===== src/hw/cu_macros.svh =====
////////////////////
// widths and ids shared by the compute-unit control block
// the vertex-control id must match the id used by the vertex job side
// only two read command requesters are supported by the arbiter
////////////////////

`ifndef CU_MACROS_SVH
`define CU_MACROS_SVH

// vertex and edge counters
`define CU_VERTEX_W 32
`define CU_EDGE_W 32

// configuration word, echoed as status
`define CU_CONFIG_W 64

// compute-unit id carried in every read response
`define CU_ID_W 8

// read command and response payloads
`define CU_CMD_W 64
`define CU_RESP_W 64

// responses with this id go to the vertex job side
`define CU_VERTEX_CONTROL_ID 8'h01

// job side is requester 0, cluster side is requester 1
`define CU_NUM_READ_REQ 2

`endif


===== src/hw/cu_pkg.sv =====
////////////////////
// types for the compute-unit control block
// widths come from cu_macros.svh
////////////////////

`default_nettype none

`include "cu_macros.svh"

package cu_pkg;

	// counters
	typedef logic [`CU_VERTEX_W-1:0] vertex_count_t;
	typedef logic [`CU_EDGE_W-1:0] edge_count_t;

	// configuration and status word
	typedef logic [`CU_CONFIG_W-1:0] cu_config_t;

	// id of the unit that issued the matching read command
	typedef logic [`CU_ID_W-1:0] cu_id_t;

	// bus payloads
	typedef logic [`CU_CMD_W-1:0] read_cmd_t;
	typedef logic [`CU_RESP_W-1:0] resp_payload_t;

	// control sequencer states
	typedef enum logic [1:0] {
		ST_IDLE       = 2'd0,
		ST_CONFIGURED = 2'd1,
		ST_RUNNING    = 2'd2,
		ST_DONE       = 2'd3
	} ctrl_state_t;

endpackage

`default_nettype wire


===== src/hw/cu_control_fsm.sv =====
////////////////////
// control sequencer: idle, configured, running, done
// a zero configuration word is ignored, a nonzero one overwrites the latch
// done is sticky until reset
////////////////////

`timescale 1ns/10ps
`default_nettype none

module cu_control_fsm (
	input  logic                 clock,
	input  logic                 rstn,
	input  logic                 enabled,
	input  cu_pkg::cu_config_t   config_word,
	input  logic                 wed_valid,
	input  logic                 count_match,
	output cu_pkg::ctrl_state_t  state,
	output logic                 running,
	output logic                 done,
	output cu_pkg::cu_config_t   cu_status
);

	cu_pkg::ctrl_state_t state_next;
	logic                config_set;

	assign config_set = enabled && (|config_word);

	////////////////////
	// next state
	////////////////////

	always_comb begin
		state_next = state;
		case (state)
			cu_pkg::ST_IDLE: begin
				if (config_set)
					state_next = cu_pkg::ST_CONFIGURED;
			end
			cu_pkg::ST_CONFIGURED: begin
				// descriptor arrival starts the unit
				if (enabled && wed_valid)
					state_next = cu_pkg::ST_RUNNING;
			end
			cu_pkg::ST_RUNNING: begin
				if (count_match)
					state_next = cu_pkg::ST_DONE;
			end
			default: begin
				state_next = state;
			end
		endcase
	end

	always_ff @(posedge clock or negedge rstn) begin
		if (!rstn) begin
			state     <= cu_pkg::ST_IDLE;
			cu_status <= '0;
		end else begin
			state <= state_next;
			if (config_set)
				cu_status <= config_word;
		end
	end

	assign running = (state == cu_pkg::ST_RUNNING);
	assign done    = (state == cu_pkg::ST_DONE);

	// completion is only reachable from the running state
	done_from_running: assert property (@(posedge clock) disable iff (!rstn)
		$rose(done) |-> $past(state) == cu_pkg::ST_RUNNING);

endmodule

`default_nettype wire


===== src/hw/cu_control_top.sv =====
////////////////////
// control block of the graph compute unit
// every input except the read command requests passes one register stage
// descriptor totals are latched once, when the unit starts
////////////////////

`timescale 1ns/10ps
`default_nettype none

module cu_control_top (
	input  logic                  clock,
	input  logic                  rstn,
	input  logic                  enabled,
	input  cu_pkg::cu_config_t    cu_configure,
	input  logic                  wed_valid,
	input  cu_pkg::vertex_count_t wed_num_vertices,
	input  cu_pkg::edge_count_t   wed_num_edges,
	input  logic                  resp_valid,
	input  cu_pkg::cu_id_t        resp_id,
	input  cu_pkg::resp_payload_t resp_payload,
	input  logic                  vertex_done_pulse,
	input  logic                  vertex_skip_pulse,
	input  logic                  edge_done_pulse,
	input  logic                  read_buffer_alfull,
	input  logic                  job_request,
	input  cu_pkg::read_cmd_t     job_command,
	input  logic                  cluster_request,
	input  cu_pkg::read_cmd_t     cluster_command,
	output logic                  job_grant,
	output logic                  cluster_grant,
	output logic                  read_cmd_valid,
	output cu_pkg::read_cmd_t     read_cmd,
	output logic                  job_resp_valid,
	output logic                  cluster_resp_valid,
	output cu_pkg::resp_payload_t routed_payload,
	output cu_pkg::cu_config_t    cu_status,
	output logic                  cu_done,
	output cu_pkg::vertex_count_t cu_return_vertices,
	output cu_pkg::edge_count_t   cu_return_edges
);

	// input register stage
	logic                  enabled_r;
	cu_pkg::cu_config_t    config_r;
	logic                  wed_valid_r;
	cu_pkg::vertex_count_t wed_vertices_r;
	cu_pkg::edge_count_t   wed_edges_r;
	logic                  resp_valid_r;
	cu_pkg::cu_id_t        resp_id_r;
	cu_pkg::resp_payload_t resp_payload_r;
	logic                  vertex_done_r;
	logic                  vertex_skip_r;
	logic                  edge_done_r;
	logic                  alfull_r;

	// descriptor totals and steering
	cu_pkg::vertex_count_t total_vertices;
	cu_pkg::edge_count_t   total_edges;
	cu_pkg::ctrl_state_t   state;
	logic                  running;
	logic                  unit_active;
	logic                  count_match;

	always_ff @(posedge clock or negedge rstn) begin
		if (!rstn) begin
			enabled_r     <= 1'b0;
			config_r      <= '0;
			wed_valid_r   <= 1'b0;
			resp_valid_r  <= 1'b0;
			vertex_done_r <= 1'b0;
			vertex_skip_r <= 1'b0;
			edge_done_r   <= 1'b0;
			alfull_r      <= 1'b0;
		end else begin
			enabled_r     <= enabled;
			config_r      <= cu_configure;
			wed_valid_r   <= wed_valid;
			resp_valid_r  <= resp_valid;
			vertex_done_r <= vertex_done_pulse;
			vertex_skip_r <= vertex_skip_pulse;
			edge_done_r   <= edge_done_pulse;
			alfull_r      <= read_buffer_alfull;
		end
	end

	always_ff @(posedge clock) begin
		wed_vertices_r <= wed_num_vertices;
		wed_edges_r    <= wed_num_edges;
		resp_id_r      <= resp_id;
		resp_payload_r <= resp_payload;
	end

	// totals are taken from the descriptor that starts the unit
	always_ff @(posedge clock or negedge rstn) begin
		if (!rstn) begin
			total_vertices <= '0;
			total_edges    <= '0;
		end else if (wed_valid_r && enabled_r && state == cu_pkg::ST_CONFIGURED) begin
			total_vertices <= wed_vertices_r;
			total_edges    <= wed_edges_r;
		end
	end

	assign unit_active = running && enabled_r;

	////////////////////
	// instances
	////////////////////

	cu_control_fsm cu_control_fsm_i (
		.clock       (clock),
		.rstn        (rstn),
		.enabled     (enabled_r),
		.config_word (config_r),
		.wed_valid   (wed_valid_r),
		.count_match (count_match),
		.state       (state),
		.running     (running),
		.done        (cu_done),
		.cu_status   (cu_status)
	);

	cu_job_counter cu_job_counter_i (
		.clock             (clock),
		.rstn              (rstn),
		.count_enable      (unit_active),
		.vertex_done_pulse (vertex_done_r),
		.vertex_skip_pulse (vertex_skip_r),
		.edge_done_pulse   (edge_done_r),
		.total_vertices    (total_vertices),
		.total_edges       (total_edges),
		.vertices_counted  (cu_return_vertices),
		.edges_counted     (cu_return_edges),
		.count_match       (count_match)
	);

	cu_response_router cu_response_router_i (
		.clock              (clock),
		.rstn               (rstn),
		.route_enable       (unit_active),
		.resp_valid         (resp_valid_r),
		.resp_id            (resp_id_r),
		.resp_payload       (resp_payload_r),
		.job_resp_valid     (job_resp_valid),
		.cluster_resp_valid (cluster_resp_valid),
		.routed_payload     (routed_payload)
	);

	cu_read_arbiter cu_read_arbiter_i (
		.clock           (clock),
		.rstn            (rstn),
		.arb_enable      (unit_active),
		.buffer_alfull   (alfull_r),
		.job_request     (job_request),
		.job_command     (job_command),
		.cluster_request (cluster_request),
		.cluster_command (cluster_command),
		.job_grant       (job_grant),
		.cluster_grant   (cluster_grant),
		.read_cmd_valid  (read_cmd_valid),
		.read_cmd        (read_cmd)
	);

endmodule

`default_nettype wire


===== src/hw/cu_job_counter.sv =====
////////////////////
// completion counters for vertices, skipped vertices and edges
// pulses outside count_enable are dropped
// counters wrap silently at full width
////////////////////

`timescale 1ns/10ps
`default_nettype none

module cu_job_counter (
	input  logic                  clock,
	input  logic                  rstn,
	input  logic                  count_enable,
	input  logic                  vertex_done_pulse,
	input  logic                  vertex_skip_pulse,
	input  logic                  edge_done_pulse,
	input  cu_pkg::vertex_count_t total_vertices,
	input  cu_pkg::edge_count_t   total_edges,
	output cu_pkg::vertex_count_t vertices_counted,
	output cu_pkg::edge_count_t   edges_counted,
	output logic                  count_match
);

	cu_pkg::vertex_count_t vertex_done_cnt;
	cu_pkg::vertex_count_t vertex_skip_cnt;
	cu_pkg::edge_count_t   edge_done_cnt;

	always_ff @(posedge clock or negedge rstn) begin
		if (!rstn) begin
			vertex_done_cnt <= '0;
			vertex_skip_cnt <= '0;
			edge_done_cnt   <= '0;
		end else if (count_enable) begin
			if (vertex_done_pulse)
				vertex_done_cnt <= vertex_done_cnt + 1'b1;
			if (vertex_skip_pulse)
				vertex_skip_cnt <= vertex_skip_cnt + 1'b1;
			if (edge_done_pulse)
				edge_done_cnt <= edge_done_cnt + 1'b1;
		end
	end

	// filtered vertices count as processed
	assign vertices_counted = vertex_done_cnt + vertex_skip_cnt;
	assign edges_counted    = edge_done_cnt;

	// compare one cycle behind the counters
	always_ff @(posedge clock or negedge rstn) begin
		if (!rstn) begin
			count_match <= 1'b0;
		end else begin
			count_match <= count_enable &&
				(vertices_counted == total_vertices) &&
				(edges_counted == total_edges);
		end
	end

endmodule

`default_nettype wire


===== src/hw/cu_read_arbiter.sv =====
////////////////////
// round-robin arbiter for the two read command requesters
// requesters hold request and command until granted
// no new grant while the read buffer is almost full
////////////////////

`timescale 1ns/10ps
`default_nettype none

`include "cu_macros.svh"

module cu_read_arbiter (
	input  logic              clock,
	input  logic              rstn,
	input  logic              arb_enable,
	input  logic              buffer_alfull,
	input  logic              job_request,
	input  cu_pkg::read_cmd_t job_command,
	input  logic              cluster_request,
	input  cu_pkg::read_cmd_t cluster_command,
	output logic              job_grant,
	output logic              cluster_grant,
	output logic              read_cmd_valid,
	output cu_pkg::read_cmd_t read_cmd
);

	// bit 0 is the job side, bit 1 the cluster side
	logic [`CU_NUM_READ_REQ-1:0] request_vec;
	logic [`CU_NUM_READ_REQ-1:0] eligible;
	logic [`CU_NUM_READ_REQ-1:0] grant_next;
	logic [`CU_NUM_READ_REQ-1:0] grant_q;
	// set when the cluster side wins the next tie
	logic                        cluster_first;
	logic                        can_grant;

	assign request_vec = {cluster_request, job_request};
	assign can_grant   = arb_enable && !buffer_alfull;

	// a requester granted last cycle is still dropping its request
	assign eligible = request_vec & ~grant_q & {`CU_NUM_READ_REQ{can_grant}};

	always_comb begin
		grant_next = '0;
		if (eligible[0] && (!eligible[1] || !cluster_first))
			grant_next[0] = 1'b1;
		else if (eligible[1])
			grant_next[1] = 1'b1;
	end

	////////////////////
	// grant and priority
	////////////////////

	always_ff @(posedge clock or negedge rstn) begin
		if (!rstn) begin
			grant_q        <= '0;
			cluster_first  <= 1'b0;
			read_cmd_valid <= 1'b0;
		end else begin
			grant_q        <= grant_next;
			read_cmd_valid <= |grant_q;
			if (|grant_next)
				cluster_first <= grant_next[0];
		end
	end

	// command captured while the winner still holds it
	always_ff @(posedge clock) begin
		read_cmd <= grant_q[1] ? cluster_command : job_command;
	end

	assign job_grant     = grant_q[0];
	assign cluster_grant = grant_q[1];

	single_grant: assert property (@(posedge clock) disable iff (!rstn)
		!(job_grant && cluster_grant));

endmodule

`default_nettype wire


===== src/hw/cu_response_router.sv =====
////////////////////
// read response demux, job side or cluster side by id
// one register stage, payload shared by both outputs
// responses outside route_enable are dropped
////////////////////

`timescale 1ns/10ps
`default_nettype none

`include "cu_macros.svh"

module cu_response_router (
	input  logic                  clock,
	input  logic                  rstn,
	input  logic                  route_enable,
	input  logic                  resp_valid,
	input  cu_pkg::cu_id_t        resp_id,
	input  cu_pkg::resp_payload_t resp_payload,
	output logic                  job_resp_valid,
	output logic                  cluster_resp_valid,
	output cu_pkg::resp_payload_t routed_payload
);

	logic take_resp;
	logic to_job;

	assign take_resp = route_enable && resp_valid;
	assign to_job    = (resp_id == `CU_VERTEX_CONTROL_ID);

	////////////////////
	// valid steering
	////////////////////

	always_ff @(posedge clock or negedge rstn) begin
		if (!rstn) begin
			job_resp_valid     <= 1'b0;
			cluster_resp_valid <= 1'b0;
		end else begin
			job_resp_valid     <= take_resp && to_job;
			cluster_resp_valid <= take_resp && !to_job;
		end
	end

	// payload follows the valid, qualified downstream
	always_ff @(posedge clock) begin
		routed_payload <= resp_payload;
	end

	// a response goes to exactly one side
	one_side_only: assert property (@(posedge clock) disable iff (!rstn)
		!(job_resp_valid && cluster_resp_valid));

endmodule

`default_nettype wire


===== config.mk =====
export PLATFORM = sky130hd
export DESIGN_NAME = cu_control_top
export DESIGN_NICKNAME = d
export VERILOG_FILES = /design/src/hw/cu_pkg.sv /design/src/hw/cu_control_fsm.sv /design/src/hw/cu_control_top.sv /design/src/hw/cu_job_counter.sv /design/src/hw/cu_read_arbiter.sv /design/src/hw/cu_response_router.sv
export VERILOG_INCLUDE_DIRS = /design/src /design/src/hw
export SDC_FILE = /design/constraint.sdc
export NUM_CORES = 1
export LEC_CHECK = 0
export BUFFER_PORTS_ARGS = -buffer_cell sky130_fd_sc_hd__buf_4
export CAP_MARGIN = 20
export CORE_AREA = 2 2 235 237
export CTS_CLUSTER_SIZE = 14
export DETAILED_ROUTE_END_ITERATION = 7
export DIE_AREA = 0 0 237 239
export GPL_TIMING_DRIVEN = 0
export PLACE_DENSITY = 0.69
export SYNTH_ARGS = -nofsm -noshare
export SYNTH_HDL_FRONTEND = slang
export SYNTH_SLANG_ARGS = --single-unit

===== constraint.sdc =====
create_clock -name clock -period 4 [get_ports clock]
set_input_delay 0.6 -clock clock [delete_from_list [all_inputs] [get_ports clock]]
set_output_delay 0.6 -clock clock [all_outputs]
set_load 0.02 [all_outputs]

==> summary.md, run 1 <==
| Metric | Value |
|---|---|
| Status | `finished with violations` |
| Failing checks | `hold timing, setup timing` |
| Final max-slew violation count | `0` |
| R2R depth | `11` |
| Pin count of the biggest net entering global routing | `131` |
| Final setup fails | `2` |
| Arrival time at the worst endpoint | `3.43 ns` |
| Netlist cell types | `72` |
| Drt drc | `0` |
| Slowest stage cell on the critical path | `dfrtp_1` |
| Setup slack, reg-to-reg | `0.10 ns` |
| Worst path max stage delay | `0.38 ns` |
| H-tree levels | `2` |
| Post-synth ARST share | `53.5%` |
| Final Hold Viols | `1` |
| Synth Area per Inst | `13.5 um2` |
| Layout cells sized above 1 | `44.0%` |
| CP cell instances | `ha_2 -> fa_2 -> a21o_1 -> a221oi_4 -> nor3_2 -> o21ba_4 -> o31ai_4 -> buf_4 -> nor2_1 -> nor3_1 -> nor3_1 -> buf_4` |
| Synth top area share | `37.7%` |
| Synth Register Bits | `568` |
| RR Startpoint | `cu_job_counter_i.vertex_done_cnt[0]$_DFFE_PN0P_` |
| Clk buf depth | `3` |
| DR WL met2 | `33500 um` |
| Die area | `56600 um2` |
| Boundary pin count | `601` |
| Synth cell count leaders | `dfrtp_1 (304), dfxtp_1 (264), mux2_2 (195), xnor2_1 (147), nand2_1 (90)` |
| Crit path buf inv count | `2` |
| Delay-heaviest family, CP | `compound AO/OA/AOI/OAI gates` |
| Max cap viols | `0` |
| Total Routing Usage GR | `22.5%` |
| Unrepaired setup endpoints after global routing | `yes` |
| Via density per instance | `4.86` |
| Antenna-violating nets left | `0` |
| Worst setup EP type | `primary output` |
| Peak supply drop | `348 uV` |
| Worst Path Class, Setup | `flip-flop to primary output` |
| I/O Buffers | `600` |
| WL per Instance | `22.1 um` |
| Final core occ | `51.4%` |
| Fin crit share | `101%` |
| Worst Hold Margin | `-0.000472 ns` |
| Die Width | `237 um` |
| Crit path launch | `cu_job_counter_i.vertex_done_cnt[0]$_DFFE_PN0P_` |
| Top cells by area, synth | `dfrtp_1 (38%), dfxtp_1 (26%), mux2_2 (11%), xnor2_1 (6.4%), ha_1 (2.4%)` |
| CTS root buffer | `clkbuf_16` |
| Worst-Margin Slew | `0.808 ns` |
| Post-Synthesis Cell Area | `20200 um2` |
| Core Area | `54300 um2` |
| Met3 WL | `3890 um` |
| Clock Skew | `0.0241 ns` |
| Area Growth Syn to Fin | `38.5%` |
| CTS tree | `built` |
| Pwr Density | `550 nW/um2` |
| Total vias in the final route | `14.2k` |
| CTS buffer count | `58` |
| First-pass GRT wire length | `94200 um` |
| CTS clk-pin slew, worst paths | `0.07 ns` |
| Power Total | `0.0154 W` |
| Top FF cell, synth | `dfrtp_1` |
| Post-synth EDFFs | `0` |
| Reg-to-reg endpoint | `cu_job_counter_i.count_match$_DFF_PN0_` |
| Final wirelength | `64800 um` |
| Startpoint Class | `flip-flop` |
| WP data required | `3.40 ns` |
| Placer Congestion | `0.910` |
| Most frequent cell after synthesis | `dfrtp_1` |
| Synth warn | `0` |
| Register area share after synthesis | `63.9%` |
| Synthesized netlist cell count | `1493` |
| # nets final | `2552` |
| CTS Sinks | `568` |
| Vias in the first global route | `14.8k` |
| Initial antenna violation count | `8` |
| Met1 WL | `24900 um` |
| Number of fillers in the final layout | `4665` |
| Worst-path maximum fanout | `4` |
| Leakage | `13.0 nW` |
| Die H | `239 um` |
| Max Fclk | `248 MHz` |
| Clk Latency, worst-skew pair | `0.61 ns` |
| Post-DP HPWL | `51500 um` |
| Initial Utilization | `37.1%` |
| Syn Nets | `1872` |
| Period minus WS final | `4.03 ns` |
| GR Overflow Total | `0` |
| Min-Delay Path Class | `input pin to asynchronous set/reset pin` |
| Slew HR | `46.0%` |
| DR pass1 iterations | `5` |
| Yosys top cell by area | `dfrtp_1` |
| Row count | `86` |
| Iteration-0 DRC Markers | `780` |
| DR top layer | `met5` |
| PnR worst setup slack | `-0.0295 ns` |
## routing by layer
layer / vias to the layer above / GRT usage (%)
met1: 7072 / 26.4
met3: 119 / 5.35
li1: 6562 / -
met2: 461 / 39.6
met4: 2 / 9.38
met5: - / 0
## through the flow
step	area, um2	std cells	TNS [ns]	hold WS [ns]	setup WS [ns]
after floorplan	20200	1493	0	0.304	0.676
final	27900	2928	-0.0580	-0.000472	-0.0295
after global routing	27900	2928	-0.618	0.0276	-0.140
after CTS	27700	2914	-0.333	0.0113	-0.161
after global placement	25600	2797	-108.81	0.310	-0.433
after detailed placement	25600	2799	-0.0885	0.312	-0.0885
## layout make-up
type	count	area [um2]	share of cell area, %
well taps	704	881	3.15
inverters	10	37.5	0.134
multi-input cells	868	7140	25.6
diodes	2	5.00	0.0179
clock buffers	88	1830	6.56
clock inverters	21	198	0.708
plain buffers	47	241	0.864
repair buffers	620	4710	16.8
flip-flops and latches	568	12900	46.2
## cell usage in the layout, fill, tap and decap left out, drive strengths merged, types with 4 or more instances in the layout
| cell type | synthesis | layout |
|---|---|---|
| or3 | 4 | 4 |
| ha | 39 | 39 |
| inv | 10 | 15 |
| buf | 25 | 645 |
| xnor3 | 6 | 6 |
| and2 | 5 | 5 |
| and4 | 6 | 6 |
| nor4 | 26 | 26 |
| clkinv | 0 | 13 |
| nand2b | 4 | 4 |
| xnor2 | 147 | 147 |
| dfrtp | 304 | 304 |
| o21ai | 22 | 22 |
| clkbuf | 22 | 110 |
| nor2 | 51 | 51 |
| and3 | 29 | 29 |
| nand2 | 90 | 90 |
| dfxtp | 264 | 264 |
| nand4 | 45 | 45 |
| o21a | 6 | 6 |
| a21oi | 38 | 38 |
| a21o | 17 | 17 |
| nand3 | 33 | 33 |
| nor3 | 11 | 11 |
| mux2 | 195 | 195 |
| xor2 | 42 | 42 |
## cells by family after synthesis
kind of cell    count (synthesis)  synth area share, %
fa+ha+maj                      40                 2.52
mux                           195                 10.9
compound gates                122                 4.24
flops                         568                 63.9
buf+inv                        57                 1.38
xor+xnor                      196                 8.99
simple gates                  315                 8.08
## timing repair
item / 4_1_cts / 5_1_grt
endpoints found under the hold margin: 0 / 0
pin swaps: 11 / 12
hold buffers: 0 / 0
resized for setup: 9 / 18
buffers inserted: 6 / 12
setup endpoints to repair: 9 / 10
## flip-flops by register name (all words and copies together) (netlist names), 2 cells and up
register and cells:
cu_read_arbiter_i.grant_q 2, cu_read_arbiter_i.read_cmd 64, resp_id_r 8, wed_vertices_r 32
total_vertices 32, cu_response_router_i.routed_payload 64, resp_payload_r 64, cu_job_counter_i.vertex_done_cnt 32
cu_control_fsm_i.state 2, cu_control_fsm_i.cu_status 64, cu_job_counter_i.vertex_skip_cnt 32, cu_job_counter_i.edges_counted 32
wed_edges_r 32, config_r 64, total_edges 32
## power by group
part	switching, W	total [W]	internal (W)
logic	0.00140	0.00287	0.00147
registers	0.000468	0.00684	0.00638
clock network	0.00228	0.00564	0.00336
## worst max-delay path by stage
stage	endpoint	slack, ns	cells after the start
2_1_floorplan	cu_return_vertices[28]	0.68	10
3_3_place_gp	config_r[48]$_DFF_PN0_	-0.43	1
3_5_place_dp	cu_job_counter_i.count_match$_DFF_PN0_	-0.09	11
4_1_cts	cu_return_vertices[28]	-0.16	11
5_1_grt	cu_return_vertices[28]	-0.14	11
6_report	cu_return_vertices[26]	-0.03	12
Power figures use the tool's default switching activity.
==> run 2, diff against run 1 <==
--- a/config.mk
+++ b/config.mk
@@ -6,14 +6,14 @@
 export SDC_FILE = /design/constraint.sdc
 export NUM_CORES = 1
 export LEC_CHECK = 0
+export ABC_AREA = 1
 export BUFFER_PORTS_ARGS = -buffer_cell sky130_fd_sc_hd__buf_4
 export CAP_MARGIN = 20
-export CORE_AREA = 2 2 235 237
+export CORE_UTILIZATION = 40
 export CTS_CLUSTER_SIZE = 14
 export DETAILED_ROUTE_END_ITERATION = 7
-export DIE_AREA = 0 0 237 239
 export GPL_TIMING_DRIVEN = 0
-export PLACE_DENSITY = 0.69
+export PLACE_DENSITY = 0.72
 export SYNTH_ARGS = -nofsm -noshare
 export SYNTH_HDL_FRONTEND = slang
 export SYNTH_SLANG_ARGS = --single-unit
==> summary.md, run 2 <==
| Metric | Value |
|---|---|
| Synthesized netlist cell count | `2319 (+55%)` |
| Die H | `233 um (-2.6%)` |
| Drt drc | `0 (unchanged)` |
| Sw Ratio | `28.6% (+1.6 points)` |
| Worst Path Class, Setup | `flip-flop to primary output` |
| CTS clk-pin slew, worst paths | `0.06 ns (about the same)` |
| Postcts setup bufs | `0 (-6)` |
| Post-synth ARST share | `53.5% (unchanged)` |
| Post-Synthesis Cell Area | `21300 um2 (+5.5%)` |
| Final core occ | `54.5% (+3.1 points)` |
| Startpoint Class | `flip-flop` |
| Most common cell on crit path | `nand2_1` |
| Sequential share of power | `45.9% (+1.3 points)` |
| CTS buffer count | `57 (-1.7%)` |
| Vias in the first global route | `17.2k (+16%)` |
| Pin count of the biggest net entering global routing | `103 (-21%)` |
| Leakage | `14.9 nW (+15%)` |
| Synth Register Bits | `568 (unchanged)` |
| Max Fclk | `267 MHz (+7.5%)` |
| Netlist cell types | `46 (-36%)` |
| Clock network fraction of total power | `35.8% (-1.0 points)` |
| WL per Instance | `16.8 um (-24%)` |
| Combinational cell fraction of total power | `18.3% (-0.4 points)` |
| Synth cell count leaders | `nand2_1 (685), dfrtp_1 (304), inv_1 (292), dfxtp_1 (264), nor2_1 (183)` |
| GR Overflow Total | `0 (unchanged)` |
| Status | `complete, no violations` |
| Post-synth EDFFs | `0 (unchanged)` |
| Total Routing Usage GR | `22.9% (+0.34 points)` |
| First-pass GRT wire length | `94300 um (+0.12%)` |
| Register area share after synthesis | `60.6% (-3.4 points)` |
| Clk buf depth | `3 (unchanged)` |
| Final setup fails | `0 (-2)` |
| Synth warn | `0 (unchanged)` |
| Top cells by area, synth | `dfrtp_1 (36%), dfxtp_1 (25%), nand2_1 (12%), inv_1 (5.1%), nor2_1 (3.2%)` |
| CTS tree | `built` |
| Final max-slew violation count | `0 (unchanged)` |
| Via density per instance | `4.64 (-4.4%)` |
| Antenna-violating nets left | `0 (unchanged)` |
| Worst Hold Margin | `0.0767 ns (+0.0771 ns)` |
| Synth Area per Inst | `9.18 um2 (-32%)` |
| Post-DP HPWL | `49400 um (-4.1%)` |
| Worst path max stage delay | `0.43 ns (+0.05 ns)` |
| Psw | `0.00423 W (+1.9%)` |
| WP data required | `3.40 ns (about the same)` |
| Unrepaired setup endpoints after global routing | `no` |
| Final wirelength | `62700 um (-3.3%)` |
| Worst-Margin Slew | `0.793 ns (-0.0143 ns)` |
| CP cell instances | `ha_1 -> fa_1 -> nand2_1 -> nand2_1 -> nand3_1 -> nand2_1 -> nand2_1 -> nand2_1 -> nand2_1 -> nand3_1 -> nand2_1 -> inv_1 -> buf_4` |
| Syn Nets | `2698 (+44%)` |
| CTS root buffer | `clkbuf_16` |
| Yosys top cell by area | `dfrtp_1` |
| Final Hold Viols | `0 (-1)` |
| # nets final | `3361 (+32%)` |
| Arrival time at the worst endpoint | `3.15 ns (-0.28 ns)` |
| Clock Skew | `0.0294 ns (+0.00527 ns)` |
| Iteration-0 DRC Markers | `996 (+28%)` |
| Commonest non-fill, non-tap cell in the layout | `nand2_1` |
| I/O Buffers | `600 (unchanged)` |
| Row count | `84 (-2.3%)` |
| Worst setup EP type | `primary output` |
| Core Area | `52600 um2 (-3.3%)` |
| Period minus WS final | `3.75 ns (-0.283 ns)` |
| Max cap viols | `0 (unchanged)` |
| Slowest stage cell on the critical path | `dfrtp_1` |
| Peak supply drop | `407 uV (+17%)` |
| Internal power | `0.0105 W (-5.9%)` |
| Die Width | `233 um (-1.8%)` |
| Pwr Density | `516 nW/um2 (-6.2%)` |
| H-tree levels | `2 (unchanged)` |
| Fin crit share | `93.7% (-7.1 points)` |
| DR pass1 iterations | `5 (unchanged)` |
| Die area | `54200 um2 (-4.4%)` |
| Area Growth Syn to Fin | `34.6%` |
| Synth top area share | `35.7% (-2.0 points)` |
| Initial antenna violation count | `2 (-6)` |
| Min-Delay Path Class | `input pin to flip-flop` |
| CTS Sinks | `568 (unchanged)` |
| Top FF cell, synth | `dfrtp_1` |
| Commonest non-fill, non-tap cells in the layout | `nand2_1 (685), buf_4 (599), dfrtp_1 (304)` |
| Initial Utilization | `40.5% (+3.4 points)` |
| Most frequent cell after synthesis | `nand2_1` |
| Worst-path maximum fanout | `4 (unchanged)` |
| Boundary pin count | `601 (unchanged)` |
| Slew HR | `47.1% (+1.1 points)` |
| Placer Congestion | `0.926 (+1.8%)` |
| Clk Latency, worst-skew pair | `0.62 ns (about the same)` |
| Layout cells sized above 1 | `24.4% (-20 points)` |
| Total vias in the final route | `17.3k (+21%)` |
## run 2: stage by stage
step	area, um2	setup slack (ns)	std cells	total power (W)	setup TNS [ns]
after floorplan	21300	1.40	2319	0.00831	0
after global placement	26700	-0.481	3607	0.00950	-138.24
after detailed placement	26700	0.683	3610	0.00959	0
after CTS	28600	0.188	3718	0.0149	0
after global routing	28700	0.0672	3720	0.0155	0
final	28700	0.253	3720	0.0148	0
## run 2: power by group through the flow
stage	clock, W	combinational [W]	sequential [W]
6_report	0.00529	0.00271	0.00678
5_1_grt	0.00564	0.00299	0.00685
4_1_cts	0.00542	0.00273	0.00678
3_5_place_dp	0	0.00271	0.00688
3_3_place_gp	0	0.00265	0.00686
2_1_floorplan	0	0.00131	0.00700
## run 2: timing repair
action,CTS,global route
resized for setup,0,1
hold buffers,1,0
endpoints found under the setup margin,0,1
hold endpoints to repair,35,0
## run 2: final cells by class
type                    count  area [um2]
fillers                  4694       23900
flip-flops and latches    568       12900
multi-input cells        1417        7150
repair buffers            604        4600
clock buffers              89        1750
inverters                 294        1100
well taps                 688         861
plain buffers              40         150
clock inverters            18         134
diodes                      2        5.00
## run 2: final timing paths
check	end	slack [ns]	cells past startpoint	start
setup / recovery	cu_return_vertices[24]	0.25	13	cu_job_counter_i.vertex_skip_cnt[0]$_DFFE_PN0P_
hold reg to reg	cu_response_router_i.routed_payload[49]$_DFF_P_	0.32	0	resp_payload_r[49]$_DFF_P_
hold / removal	wed_vertices_r[15]$_DFF_P_	0.08	1	wed_num_vertices[15]
min in group asynchronous	cu_job_counter_i.vertex_done_cnt[27]$_DFFE_PN0P_	0.45	2	rstn
max in group asynchronous	cu_job_counter_i.edges_counted[14]$_DFFE_PN0P_	1.96	5	rstn
setup reg to reg	cu_job_counter_i.count_match$_DFF_PN0_	0.69	17	cu_job_counter_i.vertex_skip_cnt[0]$_DFFE_PN0P_
## run 2: worst max-delay path, delay by kind of cell (launching register included)
family | cells | cell delay [ns]
buffers and inverters | 2 | 0.20
flip-flops | 1 | 0.43
adder cells (fa/ha/maj) | 2 | 0.74
AND/OR/NAND/NOR | 9 | 1.17
## run 2: kinds of logic after synthesis
logic type	share of synthesized area [%]
compound gates	4.20
fa+ha+maj	2.39
simple gates	22.2
buf+inv	5.89
xor+xnor	3.96
mux	0.793
flops	60.6
## run 2: metal layers
| layer | global-route usage (%) | part of all wire [%] | vias to the layer above |
|---|---|---|---|
| li1 | - | - | 8563 |
| met1 | 25.6 | 38 | 8002 |
| met2 | 39.9 | 49 | 566 |
| met3 | 6.75 | 8.4 | 130 |
| met4 | 10.4 | 4.3 | 0 |
| met5 | 0 | 0 | - |
==> run 3, diff against run 2 <==
--- a/config.mk
+++ b/config.mk
@@ -7,13 +7,13 @@
 export NUM_CORES = 1
 export LEC_CHECK = 0
 export ABC_AREA = 1
-export BUFFER_PORTS_ARGS = -buffer_cell sky130_fd_sc_hd__buf_4
 export CAP_MARGIN = 20
 export CORE_UTILIZATION = 40
 export CTS_CLUSTER_SIZE = 14
 export DETAILED_ROUTE_END_ITERATION = 7
+export DONT_BUFFER_PORTS = 1
 export GPL_TIMING_DRIVEN = 0
-export PLACE_DENSITY = 0.72
+export PLACE_DENSITY_LB_ADDON = 0.12
 export SYNTH_ARGS = -nofsm -noshare
 export SYNTH_HDL_FRONTEND = slang
 export SYNTH_SLANG_ARGS = --single-unit
==> summary.md, run 3 (same netlist as run 2, synthesis figures left out) <==
| Metric | Value |
|---|---|
| GR Overflow Total | `0 (unchanged)` |
| Slew HR | `43.9% (-3.2 points)` |
| CTS root buffer | `clkbuf_16` |
| Min-Delay Path Class | `input pin to asynchronous set/reset pin` |
| Die H | `233 um (unchanged)` |
| Die area | `54200 um2 (unchanged)` |
| Clock Skew | `0.0182 ns (-0.0112 ns)` |
| Antenna-violating nets left | `0 (unchanged)` |
| Startpoint Class | `flip-flop` |
| Area Growth Syn to Fin | `22.9%` |
| DR pass1 iterations | `5 (unchanged)` |
| Commonest non-fill, non-tap cell in the layout | `nand2_1` |
| Worst setup EP type | `primary output` |
| Postcts setup bufs | `0 (unchanged)` |
| Total vias in the final route | `15.9k (-7.6%)` |
| I/O Buffers | `0 (-100%)` |
| CTS clk-pin slew, worst paths | `0.06 ns (about the same)` |
| Failing checks | `hold timing` |
| Peak supply drop | `439 uV (+8.0%)` |
| WP data required | `3.40 ns (about the same)` |
| Multi-input logic area | `7150 um2 (about the same)` |
| Die Width | `233 um (unchanged)` |
| Number of fillers in the final layout | `4942 (+5.3%)` |
| WL per Instance | `18.4 um (+9.2%)` |
| Iteration-0 DRC Markers | `652 (-35%)` |
| Final wirelength | `61300 um (-2.2%)` |
| Status | `finished with violations` |
| Post-DP HPWL | `46300 um (-6.2%)` |
| Pwr Density | `549 nW/um2 (+6.5%)` |
| Initial Utilization | `40.5% (unchanged)` |
| Design area | `26200 um2 (-8.7%)` |
| Post-DP Area | `22200 um2 (-17%)` |
| CTS Sinks | `568 (unchanged)` |
| Clk Latency, worst-skew pair | `0.62 ns (about the same)` |
| Power Total | `0.0144 W (-2.7%)` |
| Worst-Margin Slew | `0.839 ns (+0.0451 ns)` |
| Row count | `84 (unchanged)` |
| Boundary pin count | `601 (unchanged)` |
| Leakage | `12.8 nW (-14%)` |
| Fin crit share | `92.0% (-1.7 points)` |
| Core Area | `52600 um2 (unchanged)` |
| Final setup fails | `0 (unchanged)` |
| CTS buffer count | `59 (+3.5%)` |
| Max Fclk | `272 MHz (+1.8%)` |
| Worst-path maximum fanout | `4 (unchanged)` |
| Unrepaired setup endpoints after global routing | `no` |
| Vias in the first global route | `16.0k (-6.9%)` |
| Final max-slew violation count | `0 (unchanged)` |
| Period minus WS final | `3.68 ns (-0.0661 ns)` |
| Pin count of the biggest net entering global routing | `305 (+200%)` |
| CTS Hold Buffers Added | `207 (+206)` |
| # nets final | `2966 (-12%)` |
| Placer Congestion | `0.857 (-7.5%)` |
| Worst Hold Margin | `-0.312 ns (-0.389 ns)` |
| Initial antenna violation count | `3 (+1)` |
| CTS tree | `built` |
| Sequential cell area | `12900 um2 (unchanged)` |
| Via density per instance | `4.79 (+3.1%)` |
| Layout cells sized above 1 | `5.57% (-19 points)` |
| First-pass GRT wire length | `90900 um (-3.6%)` |
| Worst Path Class, Setup | `flip-flop to primary output` |
| Max cap viols | `0 (unchanged)` |
| Drt drc | `0 (unchanged)` |
| Fin Setup TNS | `0 ns (unchanged)` |
| H-tree levels | `2 (unchanged)` |
| Final Hold Viols | `304 (+304)` |
| Total Routing Usage GR | `22.1% (-0.71 points)` |
| Post-CTS resize count | `0 (unchanged)` |
| Arrival time at the worst endpoint | `3.08 ns (-0.07 ns)` |
| Clk buf depth | `3 (unchanged)` |
| Commonest non-fill, non-tap cells in the layout | `nand2_1 (685), dfrtp_1 (304), inv_1 (292)` |
-- run 3: cell count changes in the layout (fill, tap and decap cells not counted), sizes merged --
cell / change
buf: -603
dlygate4sd3: +206
clkbuf: -7
inv: +6
clkinv: +5
diode: +3
bufinv: +1
-- run 3: power by group --
part	total [W]	switching [W]	leakage, nW	internal (W)
clock network	0.00542	0.00236	0.968	0.00306
logic	0.00188	0.00111	5.85	0.000775
registers	0.00707	0.000693	6.01	0.00638
total	0.0144	0.00416	12.8	0.0102
-- run 3: critical path: stages, from the launching register on --
cell and delay, ns:
dfrtp_1 0.42, ha_1 0.29, fa_1 0.40, nand2_1 0.12
inv_1 0.06, nand2_1 0.07, nand2_1 0.09, nand3_1 0.12
nand3_1 0.25, nand3_1 0.17, nand3_1 0.10, and2_1 0.19
inv_1 0.17
-- run 3: routing by layer --
layer  up-vias  routed length (um)  part of all wire [%]  GRT usage (%)
met4         0                1500                   2.4           6.27
met1      7588               24200                    39           25.4
met2       490               31200                    51           40.0
met5         -                   0                     0              0
met3        82                4420                   7.2           5.93
li1       7781                   -                     -              -
-- run 3: layout make-up --
cell class,instances,area share [%]
antenna,5,0.0478
buffer,40,0.574
clock buffer,82,6.48
clock inverter,30,0.923
inverter,294,4.22
multi-input combinational,1417,27.3
sequential,568,49.3
tap,688,3.29
timing repair buffer,207,7.92
-- run 3: metrics by stage --
stage                     utilization (%)  std cells  setup slack (ns)  hold WS, ns
after floorplan                         -       2319              1.40        0.304
after global placement               42.2       3007             0.274        0.309
after detailed placement             42.2       3007             0.284        0.312
after CTS                            49.8       3326             0.248       -0.358
after global routing                 49.8       3329             0.106       -0.361
final                                49.8       3331             0.319       -0.312
-- run 3: final timing paths --
check                                                                 from                                              end  slack (ns)  cells past startpoint
setup / recovery           cu_job_counter_i.vertex_skip_cnt[0]$_DFFE_PN0P_                           cu_return_vertices[28]        0.32                     12
hold / removal                                                        rstn                      total_edges[14]$_DFFE_PN0P_       -0.31                      0
setup reg to reg           cu_job_counter_i.vertex_skip_cnt[0]$_DFFE_PN0P_           cu_job_counter_i.count_match$_DFF_PN0_        0.40                     13
hold reg to reg                                 resp_payload_r[53]$_DFF_P_  cu_response_router_i.routed_payload[53]$_DFF_P_        0.32                      0
max in group asynchronous                                             rstn       cu_control_fsm_i.cu_status[56]$_DFFE_PN0P_        3.61                      0
min in group clock                                         job_command[42]           cu_read_arbiter_i.read_cmd[42]$_DFF_P_        0.09                      2
